==> src/verilog/burst_split_pkg.sv <==
// Bus widths, AXI burst encodings and tracker sizing
// shared by the read-path burst splitter

package burst_split_pkg;

  // ------------------------------------------------------------
  // AXI field widths
  // ------------------------------------------------------------
  localparam int ADDR_W  = 32;
  localparam int DATA_W  = 32;
  localparam int ID_W    = 4;
  localparam int LEN_W   = 8;
  localparam int SIZE_W  = 3;
  localparam int BURST_W = 2;
  localparam int RESP_W  = 2;

  // Burst encodings, only FIXED and INCR are accepted upstream
  localparam logic [BURST_W-1:0] BURST_FIXED = 2'd0;
  localparam logic [BURST_W-1:0] BURST_INCR  = 2'd1;

  // ------------------------------------------------------------
  // Outstanding burst tracker
  // ------------------------------------------------------------
  // Number of bursts in flight at the same time
  localparam int MAX_TXNS = 4;

  // Entry index
  localparam int IDX_W = $clog2(MAX_TXNS);

  // Age rank among entries of one ID, 0 is the oldest
  localparam int RANK_W = 2;

endpackage

==> src/verilog/ar_splitter.sv <==
// AR burst register and Idle/Busy FSM
// Turns each upstream burst into single-beat downstream reads
`timescale 1ns/100ps

module ar_splitter (
  input  logic                                 clk_i,
  input  logic                                 rst_i,
  // Upstream AR
  input  logic                                 ar_valid_i,
  output logic                                 ar_ready_o,
  input  logic [burst_split_pkg::ID_W-1:0]     ar_id_i,
  input  logic [burst_split_pkg::ADDR_W-1:0]   ar_addr_i,
  input  logic [burst_split_pkg::LEN_W-1:0]    ar_len_i,
  input  logic [burst_split_pkg::SIZE_W-1:0]   ar_size_i,
  input  logic [burst_split_pkg::BURST_W-1:0]  ar_burst_i,
  // Downstream single-beat AR
  output logic                                 m_ar_valid_o,
  input  logic                                 m_ar_ready_i,
  output logic [burst_split_pkg::ID_W-1:0]     m_ar_id_o,
  output logic [burst_split_pkg::ADDR_W-1:0]   m_ar_addr_o,
  output logic [burst_split_pkg::SIZE_W-1:0]   m_ar_size_o,
  output logic [burst_split_pkg::BURST_W-1:0]  m_ar_burst_o,
  // Tracker allocation
  output logic                                 alloc_req_o,
  input  logic                                 alloc_gnt_i,
  output logic [burst_split_pkg::ID_W-1:0]     alloc_id_o,
  output logic [burst_split_pkg::LEN_W-1:0]    alloc_len_o
);

  logic                                busy_q, busy_d;
  logic [burst_split_pkg::ID_W-1:0]    id_q, id_d;
  logic [burst_split_pkg::ADDR_W-1:0]  addr_q, addr_d;
  logic [burst_split_pkg::LEN_W-1:0]   len_q, len_d;
  logic [burst_split_pkg::SIZE_W-1:0]  size_q, size_d;
  logic [burst_split_pkg::BURST_W-1:0] burst_q, burst_d;
  logic [burst_split_pkg::ADDR_W-1:0]  step_in, step_q;

  // INCR address step is 2^size bytes
  assign step_in = (burst_split_pkg::ADDR_W)'(1) << ar_size_i;
  assign step_q  = (burst_split_pkg::ADDR_W)'(1) << size_q;

  // Allocation always happens from Idle, so the input carries the burst
  assign alloc_id_o  = ar_id_i;
  assign alloc_len_o = ar_len_i;

  // ------------------------------------------------------------
  // Split FSM
  // ------------------------------------------------------------
  always_comb begin
    busy_d       = busy_q;
    id_d         = id_q;
    addr_d       = addr_q;
    len_d        = len_q;
    size_d       = size_q;
    burst_d      = burst_q;
    ar_ready_o   = 1'b0;
    alloc_req_o  = 1'b0;
    m_ar_valid_o = 1'b0;
    m_ar_id_o    = id_q;
    m_ar_addr_o  = addr_q;
    m_ar_size_o  = size_q;
    m_ar_burst_o = burst_q;

    if (!busy_q) begin
      // First beat goes straight from the input
      m_ar_id_o    = ar_id_i;
      m_ar_addr_o  = ar_addr_i;
      m_ar_size_o  = ar_size_i;
      m_ar_burst_o = ar_burst_i;
      if (ar_valid_i && alloc_gnt_i) begin
        m_ar_valid_o = 1'b1;
        if (ar_len_i == '0) begin
          // Single beat passes through and is taken with the downstream ready
          if (m_ar_ready_i) begin
            alloc_req_o = 1'b1;
            ar_ready_o  = 1'b1;
          end
        end else begin
          alloc_req_o = 1'b1;
          ar_ready_o  = 1'b1;
          busy_d      = 1'b1;
          id_d        = ar_id_i;
          size_d      = ar_size_i;
          burst_d     = ar_burst_i;
          addr_d      = ar_addr_i;
          len_d       = ar_len_i;
          // Registered beat moves past the first one once it is taken
          if (m_ar_ready_i) begin
            len_d = ar_len_i - (burst_split_pkg::LEN_W)'(1);
            if (ar_burst_i == burst_split_pkg::BURST_INCR) begin
              addr_d = ar_addr_i + step_in;
            end
          end
        end
      end
    end else begin
      m_ar_valid_o = 1'b1;
      if (m_ar_ready_i) begin
        if (len_q == '0) begin
          busy_d = 1'b0;
        end else begin
          len_d = len_q - (burst_split_pkg::LEN_W)'(1);
          if (burst_q == burst_split_pkg::BURST_INCR) begin
            addr_d = addr_q + step_q;
          end
        end
      end
    end
  end

  always_ff @(posedge clk_i) begin
    if (rst_i) begin
      busy_q <= 1'b0;
    end else begin
      busy_q <= busy_d;
    end
  end

  // Burst payload
  always_ff @(posedge clk_i) begin
    id_q    <= id_d;
    addr_q  <= addr_d;
    len_q   <= len_d;
    size_q  <= size_d;
    burst_q <= burst_d;
  end

endmodule

==> src/verilog/len_tracker.sv <==
// Table of outstanding read bursts: ID, beats left and same-ID age rank
// Serves the remaining count of the oldest burst of an ID to the R path
`timescale 1ns/100ps

module len_tracker (
  input  logic                              clk_i,
  input  logic                              rst_i,
  // Allocation from the AR side
  input  logic                              alloc_req_i,
  output logic                              alloc_gnt_o,
  input  logic [burst_split_pkg::ID_W-1:0]  alloc_id_i,
  input  logic [burst_split_pkg::LEN_W-1:0] alloc_len_i,
  // Lookup and decrement from the R side
  input  logic [burst_split_pkg::ID_W-1:0]  rd_id_i,
  input  logic                              rd_dec_i,
  output logic                              r_gnt_o,
  output logic [burst_split_pkg::LEN_W-1:0] rem_len_o
);

  logic [burst_split_pkg::MAX_TXNS-1:0] valid_q;
  logic [burst_split_pkg::ID_W-1:0]     id_q   [burst_split_pkg::MAX_TXNS];
  logic [burst_split_pkg::LEN_W-1:0]    cnt_q  [burst_split_pkg::MAX_TXNS];
  logic [burst_split_pkg::RANK_W-1:0]   rank_q [burst_split_pkg::MAX_TXNS];

  logic [burst_split_pkg::IDX_W-1:0]    free_idx;
  logic [burst_split_pkg::IDX_W-1:0]    hit_idx;
  logic                                 hit;
  logic                                 alloc_fire;
  logic                                 dec_fire;
  logic                                 pop;
  logic [burst_split_pkg::RANK_W-1:0]   alloc_rank;

  // ------------------------------------------------------------
  // Free slot and ID lookup
  // ------------------------------------------------------------
  // Lowest free index wins
  always_comb begin
    free_idx = '0;
    for (int i = burst_split_pkg::MAX_TXNS - 1; i >= 0; i--) begin
      if (!valid_q[i]) begin
        free_idx = (burst_split_pkg::IDX_W)'(i);
      end
    end
  end

  // Oldest burst of the ID has rank zero, at most one entry matches
  always_comb begin
    hit     = 1'b0;
    hit_idx = '0;
    for (int i = burst_split_pkg::MAX_TXNS - 1; i >= 0; i--) begin
      if (valid_q[i] && (id_q[i] == rd_id_i) && (rank_q[i] == '0)) begin
        hit     = 1'b1;
        hit_idx = (burst_split_pkg::IDX_W)'(i);
      end
    end
  end

  assign alloc_gnt_o = ~&valid_q;
  assign r_gnt_o     = hit;
  assign rem_len_o   = cnt_q[hit_idx];

  assign alloc_fire = alloc_req_i & alloc_gnt_o;
  assign dec_fire   = rd_dec_i & hit;
  assign pop        = dec_fire & (rem_len_o == '0);

  // New rank is the number of older bursts of the same ID still held,
  // not counting one that frees in this very cycle
  always_comb begin
    alloc_rank = '0;
    for (int i = 0; i < burst_split_pkg::MAX_TXNS; i++) begin
      if (valid_q[i] && (id_q[i] == alloc_id_i)) begin
        alloc_rank = alloc_rank + (burst_split_pkg::RANK_W)'(1);
      end
    end
    if (pop && (rd_id_i == alloc_id_i)) begin
      alloc_rank = alloc_rank - (burst_split_pkg::RANK_W)'(1);
    end
  end

  // ------------------------------------------------------------
  // Entry state
  // ------------------------------------------------------------
  always_ff @(posedge clk_i) begin
    if (rst_i) begin
      valid_q <= '0;
    end else begin
      if (pop) begin
        valid_q[hit_idx] <= 1'b0;
      end
      if (alloc_fire) begin
        valid_q[free_idx] <= 1'b1;
      end
    end
  end

  always_ff @(posedge clk_i) begin
    for (int i = 0; i < burst_split_pkg::MAX_TXNS; i++) begin
      if (alloc_fire && (free_idx == (burst_split_pkg::IDX_W)'(i))) begin
        id_q[i]   <= alloc_id_i;
        cnt_q[i]  <= alloc_len_i;
        rank_q[i] <= alloc_rank;
      end else begin
        if (dec_fire && !pop && (hit_idx == (burst_split_pkg::IDX_W)'(i))) begin
          cnt_q[i] <= cnt_q[i] - (burst_split_pkg::LEN_W)'(1);
        end
        // Younger bursts of the finished ID move up one place
        if (pop && valid_q[i] && (id_q[i] == rd_id_i) &&
            (hit_idx != (burst_split_pkg::IDX_W)'(i))) begin
          rank_q[i] <= rank_q[i] - (burst_split_pkg::RANK_W)'(1);
        end
      end
    end
  end

endmodule

==> src/verilog/r_last_gen.sv <==
// R path Feed/Wait FSM
// Forwards single beats upstream and rebuilds last from the tracker
`timescale 1ns/100ps

module r_last_gen (
  input  logic                               clk_i,
  input  logic                               rst_i,
  // Downstream R
  input  logic                               m_r_valid_i,
  output logic                               m_r_ready_o,
  input  logic [burst_split_pkg::ID_W-1:0]   m_r_id_i,
  input  logic [burst_split_pkg::DATA_W-1:0] m_r_data_i,
  input  logic [burst_split_pkg::RESP_W-1:0] m_r_resp_i,
  // Upstream R
  output logic                               r_valid_o,
  input  logic                               r_ready_i,
  output logic [burst_split_pkg::ID_W-1:0]   r_id_o,
  output logic [burst_split_pkg::DATA_W-1:0] r_data_o,
  output logic [burst_split_pkg::RESP_W-1:0] r_resp_o,
  output logic                               r_last_o,
  // Tracker lookup
  output logic [burst_split_pkg::ID_W-1:0]   rd_id_o,
  output logic                               rd_dec_o,
  input  logic                               r_gnt_i,
  input  logic [burst_split_pkg::LEN_W-1:0]  rem_len_i
);

  logic wait_q, wait_d;
  logic last_q, last_d;

  assign r_id_o   = m_r_id_i;
  assign r_data_o = m_r_data_i;
  assign r_resp_o = m_r_resp_i;
  assign rd_id_o  = m_r_id_i;

  always_comb begin
    wait_d      = wait_q;
    last_d      = last_q;
    r_valid_o   = 1'b0;
    r_last_o    = 1'b0;
    m_r_ready_o = 1'b0;
    rd_dec_o    = 1'b0;

    if (!wait_q) begin
      // Beat only goes up once the tracker knows its burst
      if (m_r_valid_i && r_gnt_i) begin
        r_valid_o = 1'b1;
        r_last_o  = (rem_len_i == '0);
        rd_dec_o  = 1'b1;
        if (r_ready_i) begin
          m_r_ready_o = 1'b1;
        end else begin
          // Entry is already counted down, keep last for the held beat
          wait_d = 1'b1;
          last_d = r_last_o;
        end
      end
    end else begin
      r_valid_o = m_r_valid_i;
      r_last_o  = last_q;
      if (m_r_valid_i && r_ready_i) begin
        m_r_ready_o = 1'b1;
        wait_d      = 1'b0;
      end
    end
  end

  always_ff @(posedge clk_i) begin
    if (rst_i) begin
      wait_q <= 1'b0;
      last_q <= 1'b0;
    end else begin
      wait_q <= wait_d;
      last_q <= last_d;
    end
  end

endmodule

==> src/verilog/burst_splitter_top.sv <==
// Read-path AXI4 burst splitter top level
// AR splitter, outstanding burst tracker and R last rebuild
`timescale 1ns/100ps

module burst_splitter_top (
  input  logic                                 clk_i,
  input  logic                                 rst_i,
  // Upstream AR
  input  logic                                 ar_valid_i,
  output logic                                 ar_ready_o,
  input  logic [burst_split_pkg::ID_W-1:0]     ar_id_i,
  input  logic [burst_split_pkg::ADDR_W-1:0]   ar_addr_i,
  input  logic [burst_split_pkg::LEN_W-1:0]    ar_len_i,
  input  logic [burst_split_pkg::SIZE_W-1:0]   ar_size_i,
  input  logic [burst_split_pkg::BURST_W-1:0]  ar_burst_i,
  // Upstream R
  output logic                                 r_valid_o,
  input  logic                                 r_ready_i,
  output logic [burst_split_pkg::ID_W-1:0]     r_id_o,
  output logic [burst_split_pkg::DATA_W-1:0]   r_data_o,
  output logic [burst_split_pkg::RESP_W-1:0]   r_resp_o,
  output logic                                 r_last_o,
  // Downstream AR, every read is one beat
  output logic                                 m_ar_valid_o,
  input  logic                                 m_ar_ready_i,
  output logic [burst_split_pkg::ID_W-1:0]     m_ar_id_o,
  output logic [burst_split_pkg::ADDR_W-1:0]   m_ar_addr_o,
  output logic [burst_split_pkg::SIZE_W-1:0]   m_ar_size_o,
  output logic [burst_split_pkg::BURST_W-1:0]  m_ar_burst_o,
  // Downstream R
  input  logic                                 m_r_valid_i,
  output logic                                 m_r_ready_o,
  input  logic [burst_split_pkg::ID_W-1:0]     m_r_id_i,
  input  logic [burst_split_pkg::DATA_W-1:0]   m_r_data_i,
  input  logic [burst_split_pkg::RESP_W-1:0]   m_r_resp_i
);

  logic                              alloc_req;
  logic                              alloc_gnt;
  logic [burst_split_pkg::ID_W-1:0]  alloc_id;
  logic [burst_split_pkg::LEN_W-1:0] alloc_len;
  logic [burst_split_pkg::ID_W-1:0]  rd_id;
  logic                              rd_dec;
  logic                              r_gnt;
  logic [burst_split_pkg::LEN_W-1:0] rem_len;

  ar_splitter u_ar_splitter (
    .clk_i        (clk_i),
    .rst_i        (rst_i),
    .ar_valid_i   (ar_valid_i),
    .ar_ready_o   (ar_ready_o),
    .ar_id_i      (ar_id_i),
    .ar_addr_i    (ar_addr_i),
    .ar_len_i     (ar_len_i),
    .ar_size_i    (ar_size_i),
    .ar_burst_i   (ar_burst_i),
    .m_ar_valid_o (m_ar_valid_o),
    .m_ar_ready_i (m_ar_ready_i),
    .m_ar_id_o    (m_ar_id_o),
    .m_ar_addr_o  (m_ar_addr_o),
    .m_ar_size_o  (m_ar_size_o),
    .m_ar_burst_o (m_ar_burst_o),
    .alloc_req_o  (alloc_req),
    .alloc_gnt_i  (alloc_gnt),
    .alloc_id_o   (alloc_id),
    .alloc_len_o  (alloc_len)
  );

  len_tracker u_len_tracker (
    .clk_i       (clk_i),
    .rst_i       (rst_i),
    .alloc_req_i (alloc_req),
    .alloc_gnt_o (alloc_gnt),
    .alloc_id_i  (alloc_id),
    .alloc_len_i (alloc_len),
    .rd_id_i     (rd_id),
    .rd_dec_i    (rd_dec),
    .r_gnt_o     (r_gnt),
    .rem_len_o   (rem_len)
  );

  r_last_gen u_r_last_gen (
    .clk_i       (clk_i),
    .rst_i       (rst_i),
    .m_r_valid_i (m_r_valid_i),
    .m_r_ready_o (m_r_ready_o),
    .m_r_id_i    (m_r_id_i),
    .m_r_data_i  (m_r_data_i),
    .m_r_resp_i  (m_r_resp_i),
    .r_valid_o   (r_valid_o),
    .r_ready_i   (r_ready_i),
    .r_id_o      (r_id_o),
    .r_data_o    (r_data_o),
    .r_resp_o    (r_resp_o),
    .r_last_o    (r_last_o),
    .rd_id_o     (rd_id),
    .rd_dec_o    (rd_dec),
    .r_gnt_i     (r_gnt),
    .rem_len_i   (rem_len)
  );

endmodule

==> config.mk <==
export PLATFORM = sky130hd
export DESIGN_NAME = burst_splitter_top
export DESIGN_NICKNAME = d
export VERILOG_FILES = /design/src/verilog/burst_split_pkg.sv /design/src/verilog/ar_splitter.sv /design/src/verilog/len_tracker.sv /design/src/verilog/r_last_gen.sv /design/src/verilog/burst_splitter_top.sv
export SDC_FILE = /design/constraint.sdc
export NUM_CORES = 1
export LEC_CHECK = 0
export BUFFER_PORTS_ARGS = -buffer_cell sky130_fd_sc_hd__buf_2
export CORE_MARGIN = 5
export CORE_UTILIZATION = 30
export CTS_BUF_LIST = sky130_fd_sc_hd__clkbuf_8
export DETAILED_ROUTE_END_ITERATION = 6
export PLACE_DENSITY = 0.56
export SLEW_MARGIN = 10
export SYNTH_ARGS = -nofsm -noshare
export SYNTH_HDL_FRONTEND = slang
export SYNTH_SLANG_ARGS = --single-unit
==> constraint.sdc <==
create_clock -name clk_i -period 3.4 [get_ports clk_i]
set_input_delay 0.17 -clock clk_i [delete_from_list [all_inputs] [get_ports clk_i]]
set_output_delay 0.17 -clock clk_i [all_outputs]
set_load 0.01 [all_outputs]
==> results.ini, run 1 <==
[run_status]
status = completed

[clock_tree]
cts_buffers = 9
htreeDepth = 3
post_cts_buffers = 0
root_buffer = clkbuf_8
clock_path_buffers = 2
clock_sinks = 112
cts_tree = done
clock_latency_ns = 0.41
clk_pin_slew_ns = 0.13

[critical_path]
crit_path_end_kind = flop
cp_common_cell = a21o_1
startpoint_type = input pin
max_stage_delay_ns = 0.54
required_ns = 3.57
crit_fanout = 7
crit_chain = dlygate4sd3_1 -> buf_2 -> or3b_2 -> inv_1 -> ha_1 -> a21o_1 -> a21o_1 -> a2111oi_2 -> nor3_2 -> nand3b_1 -> or3b_1 -> o31a_1
slowest_stage = a2111oi_2
cp.arrival_ns = 3.36
critPathKind = in2reg

[finish]
diodes = 0
fillers = 3106
area_delta_synth_final_pct = 12.5
drive_gt1_share_pct = 22.8
fin_cells = 1422
nNetsFinal = 1150

[timing]
max_freq_mhz = 314
slew_violations = 0
fin_skew_ns = 0.0299
setup_violations = 0
relSlewSlack_pct = 28.7
final.min_clock_period_ns = 3.19
setup_tns_ns = 0
hold_viol = 0
worstMarginPinSlew_ns = 1.07
rsz0062_at_grt = false
period_share_pct = 93.8

[global_routing]
grt_max_degree = 68
grt_pass1_wl_um = 38200
antenna_found_initial = 0
grt_pass1_vias = 6933
gr-total-overflow = 0
gr-usage-all-layers_pct = 14.1

[synthesis]
synthDistinctLibCells = 75
synth.avg_cell_area_um2 = 9.47
synth_area_leaders = edfxtp_1 (35%), xnor2_1 (6.2%), mux2_2 (4.7%), xor2_1 (4.1%), ha_1 (3.9%)
ys_ff_latch = 112
yosys.area.top_type = edfxtp_1
synthTopCellsByCount = edfxtp_1 (105), nand2_1 (82), xnor2_1 (64)
ys_warn_count = 0
synth_seq_area_share_pct = 36.5
synth_flop_cell = edfxtp_1
synth_edf_count = 105
syn-num-nets = 1076
synthArstFlopShare_pct = 0
synth_cells = 953
synth_most_common_cell = edfxtp_1
synth_top_area_share_pct = 34.9
netlist_area_um2 = 9030

[floorplan]
fp.coreArea_um2 = 29600
fp.dieArea_um2 = 33700
rows = 63
initial_core_util_pct = 30.5
die_h_um = 183
die_w_um = 183
ioPinCount = 177

[detailed_routing]
firstDrtPassIters = 4
wl_per_cell_um = 17.2
antenna_left = 0
wirelength_um = 24400
post_drt_via_cell_ratio = 5.17
drtIter0Drc = 512
drc = 0
vias = 7351

[pwr]
vdd_drop_max_v = 0.000244
power_density_nw_per_um2 = 328
leakagePower_nw = 3.84

[placed_design]
dp.cells = 1403
io_buffer_count = 108
gp_congestion = 0.853
dpl.hpwl_um = 18300

[flow_run]
max_cap_violations = 0

[worst_hold_path]
min_path_type = in2reg

## registers in the layout, summed over array words and instances, names as in the netlist
name / cells
u_ar_splitter.id_q: 4
u_ar_splitter.size_q: 3
u_ar_splitter.len_q: 8
u_r_last_gen.wait_q: 1
u_len_tracker.id_q: 16
u_len_tracker.cnt_q: 32
u_len_tracker.rank_q: 8
u_ar_splitter.burst_q: 2
u_len_tracker.valid_q: 4
u_ar_splitter.addr_q: 32
u_r_last_gen.last_q: 1
u_ar_splitter.busy_q: 1
## metrics by stage
step           setup WS [ns]  power [mW]  area, um^2  hold WS (ns)  utilization, %
2_1_floorplan          0.231        2.24        9030         0.239               -
3_3_place_gp           0.150        2.48        9840         0.340            33.2
3_5_place_dp           0.111        2.49        9840         0.340            33.2
4_1_cts              0.00181        3.36       10100       0.00143            34.0
5_1_grt               0.0141        3.51       10200       0.00778            34.3
6_report               0.210        3.33       10200        0.0246            34.3
## power by group
part	leakage [nW]	internal, mW	switching, mW	total, mW
logic	2.70	0.313	0.446	0.759
clock network	0.0994	0.295	0.566	0.861
registers	1.04	1.62	0.0897	1.71
total	3.84	2.22	1.10	3.33
## worst max-delay path: cells and delay by family
family	cells	cell delay, ns
simple gates	4	1.16
compound gates	4	1.05
buf+inv	3	0.74
fa+ha+maj	1	0.21
## routing by layer
layer,global-route usage [%],part of all wire [%],up-vias
met2,22.1,47,152
met5,0,0,-
met3,2.16,4.8,24
met4,4.02,1.5,0
li1,-,-,3630
met1,20.1,47,3545
## path summary, 6_finish.rpt
path | slack [ns] | depth (start not counted) | startpoint | endpoint
min reg2reg | 0.56 | 3 | u_r_last_gen.last_q | u_r_last_gen.last_q
max | 0.21 | 12 | ar_size_i[1] | u_ar_splitter.addr_q[21]
max reg2reg | 0.22 | 10 | u_ar_splitter.size_q[1] | u_ar_splitter.addr_q[14]
min | 0.02 | 1 | ar_size_i[0] | u_ar_splitter.size_q[0]
## kinds of logic (layout without fill, tap and decap cells)
logic type,after synthesis,count (layout),synth area share [%]
adders and majority gates,30,30,4.32
AOI/OAI and AO/OA,179,179,14.0
muxes,73,73,8.69
buffers and inverters,136,215,7.46
DFF,112,112,36.5
and+or+nand+nor,317,317,18.8
xor gates and xnor gates,106,106,10.3
## timing repair
action | 4_1_cts | 5_1_grt
gates resized for setup | 0 | 30
setup endpoints to repair | 0 | 13
hold buffers | 3 | 0
hold endpoints to repair | 3 | 0
## final cells by class
cell class / count / area (um^2) / share of cell area [%]
Sequential cell: 112 / 3300 / 32.5
Tap cell: 390 / 488 / 4.81
Clock inverter: 7 / 80.1 / 0.789
Inverter: 57 / 214 / 2.11
Clock buffer: 9 / 124 / 1.22
Multi-Input combinational cell: 705 / 5150 / 50.7
Timing Repair Buffer: 142 / 803 / 7.91
## cells in the final DEF, fill, tap and decap left out, types with 9 or more instances in the layout
| cell type | n |
|---|---|
| buf_4 | 31 |
| and3_1 | 12 |
| nor2b_1 | 11 |
| xor2_1 | 42 |
| a21o_1 | 12 |
| a31oi_1 | 11 |
| nor2_1 | 48 |
| a21oi_1 | 28 |
| a2111oi_2 | 9 |
| nor3_1 | 29 |
| o21ai_0 | 41 |
| mux2_2 | 38 |
| buf_2 | 108 |
| a211oi_1 | 10 |
| nand3_1 | 25 |
| nand2_1 | 82 |
| or4_1 | 9 |
| mux2i_1 | 30 |
| clkbuf_8 | 9 |
| xnor2_1 | 64 |
| or3_1 | 13 |
| nand4_1 | 13 |
| nor4_1 | 17 |
| ha_1 | 28 |
| edfxtp_1 | 105 |
| inv_1 | 56 |
(Power assumes the default switching activity.)
==> run 2, diff against run 1 <==
--- a/config.mk
+++ b/config.mk
@@ -5,6 +5,7 @@
 export SDC_FILE = /design/constraint.sdc
 export NUM_CORES = 1
 export LEC_CHECK = 0
+export ABC_AREA = 1
 export BUFFER_PORTS_ARGS = -buffer_cell sky130_fd_sc_hd__buf_2
 export CORE_MARGIN = 5
 export CORE_UTILIZATION = 30
==> results.ini, run 2 <==
[critical_path]
startpoint_type = input pin
crit_path_end_kind = flop
r2r-end = u_ar_splitter.addr_q[20]
critPathKind = in2reg
r2r_cells = 17
required_ns = 3.54
cp.arrival_ns = 3.34
r2r_slack_ns = 0.57
crit_fanout = 8
rr_startpoint = u_ar_splitter.size_q[0]

[finish]
multi_input_area_um2 = 4890
top_regs = u_ar_splitter.addr_q x32, u_len_tracker.cnt_q x32, u_len_tracker.id_q x16
finalInstanceArea_um2 = 10300
drive_gt1_share_pct = 13.8
final_common_cell = nand2_1
diodes = 0
final-seq-area_um2 = 3300
nNetsFinal = 1505
layout_common_cells = nand2_1 (377), inv_1 (190), buf_2 (108), edfxtp_1 (105), nor2_1 (98)
fillers = 3367
area_delta_synth_final_pct = 10.1
fin_util_pct = 33.5
fin_cells = 1783

[detailed_routing]
drc = 0
antenna_left = 0
wirelength_um = 26800
post_drt_via_cell_ratio = 4.83
vias = 8604
firstDrtPassIters = 5
wl_per_cell_um = 15.0
drtIter0Drc = 498

[clock_tree]
root_buffer = clkbuf_8
post_cts_buffers = 0
cts_tree = done
clock_path_buffers = 2
clock_sinks = 112
clock_latency_ns = 0.40
htreeDepth = 3
clk_pin_slew_ns = 0.11
cts_buffers = 9

[global_routing]
antenna_found_initial = 0
gr-total-overflow = 0
grt_pass1_vias = 8396
grt_max_degree = 60
grt_pass1_wl_um = 43300
gr-usage-all-layers_pct = 15.0

[synthesis]
synth_top_area_share_pct = 33.8
synth_most_common_cell = nand2_1
synth_flop_cell = edfxtp_1
synth_area_leaders = edfxtp_1 (34%), nand2_1 (15%), inv_1 (7.6%), o21ai_0 (5.0%), nor2_1 (3.9%)
synth_seq_area_share_pct = 35.3
synthTopCellsByCount = nand2_1 (377), inv_1 (189), edfxtp_1 (105)
syn-num-nets = 1433
ys_ff_latch = 112
synthArstFlopShare_pct = 0
netlist_area_um2 = 9330
ys_warn_count = 0
synthDistinctLibCells = 50
synth_cells = 1310
yosys.area.top_type = edfxtp_1
synth_edf_count = 105
synth.avg_cell_area_um2 = 7.12

[placed_design]
dpl_worst_slack_ns = 0.278
dp.cells = 1763
io_buffer_count = 108
place_area_um2 = 10100
gp_congestion = 0.901
dpl.hpwl_um = 21100

[timing]
hold_viol = 0
worst_slack_ns = 0.200
setup_violations = 0
hold_ws_ns = 0.0430
final.min_clock_period_ns = 3.20
max_freq_mhz = 312
period_share_pct = 94.1
worstMarginPinSlew_ns = 1.05
fin_skew_ns = 0.0269
setup_tns_ns = 0
rsz0062_at_grt = false
relSlewSlack_pct = 30.1
slew_violations = 0

[pwr]
power_density_nw_per_um2 = 315
leakagePower_nw = 4.69
total_power_mw = 3.24
vdd_drop_max_v = 0.000180

[worst_hold_path]
hold_depth = 2
whs_endpoint = u_len_tracker.valid_q[2]
worstHoldStart = rst_i
min_path_type = in2reg

[flow_run]
max_cap_violations = 0

[floorplan]
initial_core_util_pct = 30.4
die_w_um = 186
rows = 64
die_h_um = 186
ioPinCount = 177
fp.coreArea_um2 = 30700
fp.dieArea_um2 = 34700

[run_status]
status = completed

-- run 2: report_power, final --
part / switching, mW / internal [mW] / leakage [nW]
combinational: 0.484 / 0.254 / 3.56
clock: 0.525 / 0.276 / 0.0856
sequential: 0.0880 / 1.62 / 1.04
-- run 2: routing by layer --
layer | share of wire (%) | track usage [%] | up-vias
li1 | - | - | 4402
met1 | 47 | 20.8 | 3957
met2 | 47 | 25.1 | 228
met3 | 4.8 | 2.30 | 17
met4 | 1.0 | 2.43 | 0
met5 | 0 | 0 | -
-- run 2: how the worst max path moves through the flow --
stage,from,endpoint,slack [ns],depth (start not counted)
after floorplan,u_ar_splitter.size_q[0],u_ar_splitter.addr_q[26],0.80,15
after global placement,ar_size_i[0],u_ar_splitter.addr_q[20],0.32,18
after detailed placement,ar_size_i[0],u_ar_splitter.addr_q[20],0.28,18
after CTS,ar_size_i[0],u_ar_splitter.addr_q[20],0.15,19
after global routing,ar_size_i[0],u_ar_splitter.addr_q[20],0.008,19
final,ar_size_i[0],u_ar_splitter.addr_q[20],0.20,19
-- run 2: critical path: stages --
cell and delay (ns):
dlygate4sd3_1 0.54, buf_2 0.16, nor3_2 0.24, ha_1 0.25, inv_1 0.09, fa_1 0.41
inv_1 0.07, nand3_1 0.06, nand2_1 0.12, nand2_1 0.06, nand2_1 0.06, a21oi_1 0.09
o21ai_1 0.19, buf_4 0.20, nand4_1 0.16, inv_1 0.18, nand4_1 0.10, nand3_1 0.12
nand2_1 0.06
-- run 2: layout make-up --
type | instances | area share (%)
Inverter | 197 | 7.20
Clock buffer | 9 | 1.21
Sequential cell | 112 | 32.1
Tap cell | 396 | 4.82
Clock inverter | 7 | 0.536
Timing Repair Buffer | 125 | 6.60
Multi-Input combinational cell | 937 | 47.6
-- run 2: cell families (layout without fill, tap and decap cells) --
logic type | Yosys count | count (layout) | share of synthesized area [%]
flip-flops | 112 | 112 | 35.3
adder cells (fa/ha/maj) | 30 | 30 | 4.18
AND/OR/NAND/NOR | 656 | 656 | 31.5
buffers and inverters | 261 | 338 | 12.4
AO/OA/AOI/OAI | 201 | 201 | 11.9
XOR/XNOR | 50 | 50 | 4.69
-- run 2: what timing repair did --
item / in CTS / in global routing
gates resized for setup: 0 / 1
endpoints found under the setup margin: 0 / 7
hold buffers: 4 / 0
hold endpoints to repair: 3 / 0
==> run 3, diff against run 2 <==
--- a/config.mk
+++ b/config.mk
@@ -11,7 +11,7 @@
 export CORE_UTILIZATION = 30
 export CTS_BUF_LIST = sky130_fd_sc_hd__clkbuf_8
 export DETAILED_ROUTE_END_ITERATION = 6
-export PLACE_DENSITY = 0.56
+export HOLD_SLACK_MARGIN = 0.15
 export SLEW_MARGIN = 10
 export SYNTH_ARGS = -nofsm -noshare
 export SYNTH_HDL_FRONTEND = slang
==> results.ini, run 3 (synthesis results as in run 2) <==
[timing]
fin_skew_ns = 0.0301
slew_violations = 0
final.min_clock_period_ns = 3.05
max_freq_mhz = 328
period_share_pct = 89.7
setup_violations = 0
worstMarginPinSlew_ns = 0.877
worst_slack_ns = 0.349
setup_tns_ns = 0
rsz0062_at_grt = false
relSlewSlack_pct = 41.3
hold_viol = 0

[critical_path]
max_stage_delay_ns = 0.53
r2r_cells = 15
crit_fanout = 8
critPathKind = in2reg
cp.arrival_ns = 3.22
slowest_stage = dlygate4sd3_1
setup.worst_path.start = ar_size_i[0]
required_ns = 3.57
cp.buffers_inverters = 6
crit_path_end_kind = flop
r2r-end = u_ar_splitter.addr_q[26]
cp_common_cell = nand2_1
startpoint_type = input pin
r2r_slack_ns = 0.45
rr_startpoint = u_ar_splitter.size_q[0]
crit_chain = dlygate4sd3_1 -> buf_2 -> nor3_2 -> ha_2 -> inv_1 -> fa_1 -> inv_1 -> nand3_1 -> nand2_1 -> nand2_1 -> nand2_1 -> a21oi_1 -> o21ai_1 -> buf_4 -> nand4_1 -> inv_1 -> nand3_1 -> nand3_1 -> nand2_1
cp_top_family = buffers and inverters

[global_routing]
gr-usage-all-layers_pct = 14.7
gr-total-overflow = 0
grt_max_degree = 60
grt_pass1_vias = 8192
antenna_found_initial = 0
grt_pass1_wl_um = 42400

[clock_tree]
clock_path_buffers = 2
clock_latency_ns = 0.42
clock_sinks = 112
cts_buffers = 9
clk_pin_slew_ns = 0.12
cts_tree = done
root_buffer = clkbuf_8
htreeDepth = 3
post_cts_buffers = 0

[worst_hold_path]
hold_depth = 3
min_path_type = in2reg
worstHoldStart = ar_addr_i[0]
whs_endpoint = u_ar_splitter.addr_q[0]

[finish]
fillers = 3274
area_delta_synth_final_pct = 11.6
layout_common_cells = nand2_1 (377), inv_1 (189), buf_2 (108), edfxtp_1 (105), nor2_1 (98)
drive_gt1_share_pct = 13.7
nNetsFinal = 1516
top_regs = u_ar_splitter.addr_q x32, u_len_tracker.cnt_q x32, u_len_tracker.id_q x16
final_common_cell = nand2_1

[flow_run]
max_cap_violations = 0

[pwr]
leakagePower_nw = 4.75
vdd_drop_max_v = 0.000195
power_density_nw_per_um2 = 315

[run_status]
status = completed

[floorplan]
rows = 64
fp.coreArea_um2 = 30700
fp.dieArea_um2 = 34700
die_w_um = 186
initial_core_util_pct = 30.4
ioPinCount = 177
die_h_um = 186

[detailed_routing]
drc = 0
vias = 8681
wirelength_um = 26400
firstDrtPassIters = 7
antenna_left = 0
post_drt_via_cell_ratio = 4.84
wl_per_cell_um = 14.7
drtIter0Drc = 566

[placed_design]
gp_congestion = 0.909
dpl_worst_slack_ns = 0.412
io_buffer_count = 108
dpl.hpwl_um = 20600

run 3: layout make-up:
cell class	count	area, um^2	area share, %
multi-input cells	937	4890	47.0
flip-flops and latches	112	3300	31.7
repair buffers	136	793	7.62
inverters	197	739	7.10
well taps	396	495	4.76
clock buffers	9	124	1.19
clock inverters	7	72.6	0.697
diodes	1	2.50	0.0240
run 3: stage by stage:
stage          hold slack [ns]  utilization [%]  area (um^2)  cells  power (mW)
2_1_floorplan            0.239                -         9330   1310        2.21
3_3_place_gp             0.340             32.7        10000   1761        2.46
3_5_place_dp             0.340             32.7        10000   1761        2.47
4_1_cts                  0.151             33.9        10400   1794        3.33
5_1_grt                  0.174             34.0        10400   1794        3.48
6_report                 0.191             34.0        10400   1795        3.28
run 3: how the worst max path moves through the flow:
stage	endpoint	slack [ns]	depth (start not counted)
final	u_ar_splitter.addr_q[22]	0.35	19
after global routing	u_ar_splitter.addr_q[26]	0.08	19
after CTS	u_ar_splitter.addr_q[22]	0.31	19
after detailed placement	u_ar_splitter.addr_q[22]	0.41	18
after global placement	u_ar_splitter.addr_q[22]	0.40	18
after floorplan	u_ar_splitter.addr_q[26]	0.80	15
run 3: repair_timing:
item,4_1_cts,5_1_grt
setup endpoints to repair,0,3
hold buffers,17,0
endpoints found under the hold margin,34,0
gates resized for setup,0,2
run 3: worst min-delay path, cell delays in order:
cell and delay, ns:
buf_2 0.13, nand2_1 0.07, a31oi_1 0.08
run 3: report_power, final:
part | internal, mW | switching [mW]
clock network | 0.290 | 0.541
logic | 0.263 | 0.498
registers | 1.62 | 0.0729
total | 2.17 | 1.11
run 3: per-layer routing:
layer,wire length [um],global-route usage (%),share of wire (%)
met5,0,0,0
met4,376,3.11,1.4
met3,1340,2.41,5.1
met2,12300,24.4,47
met1,12400,20.3,47
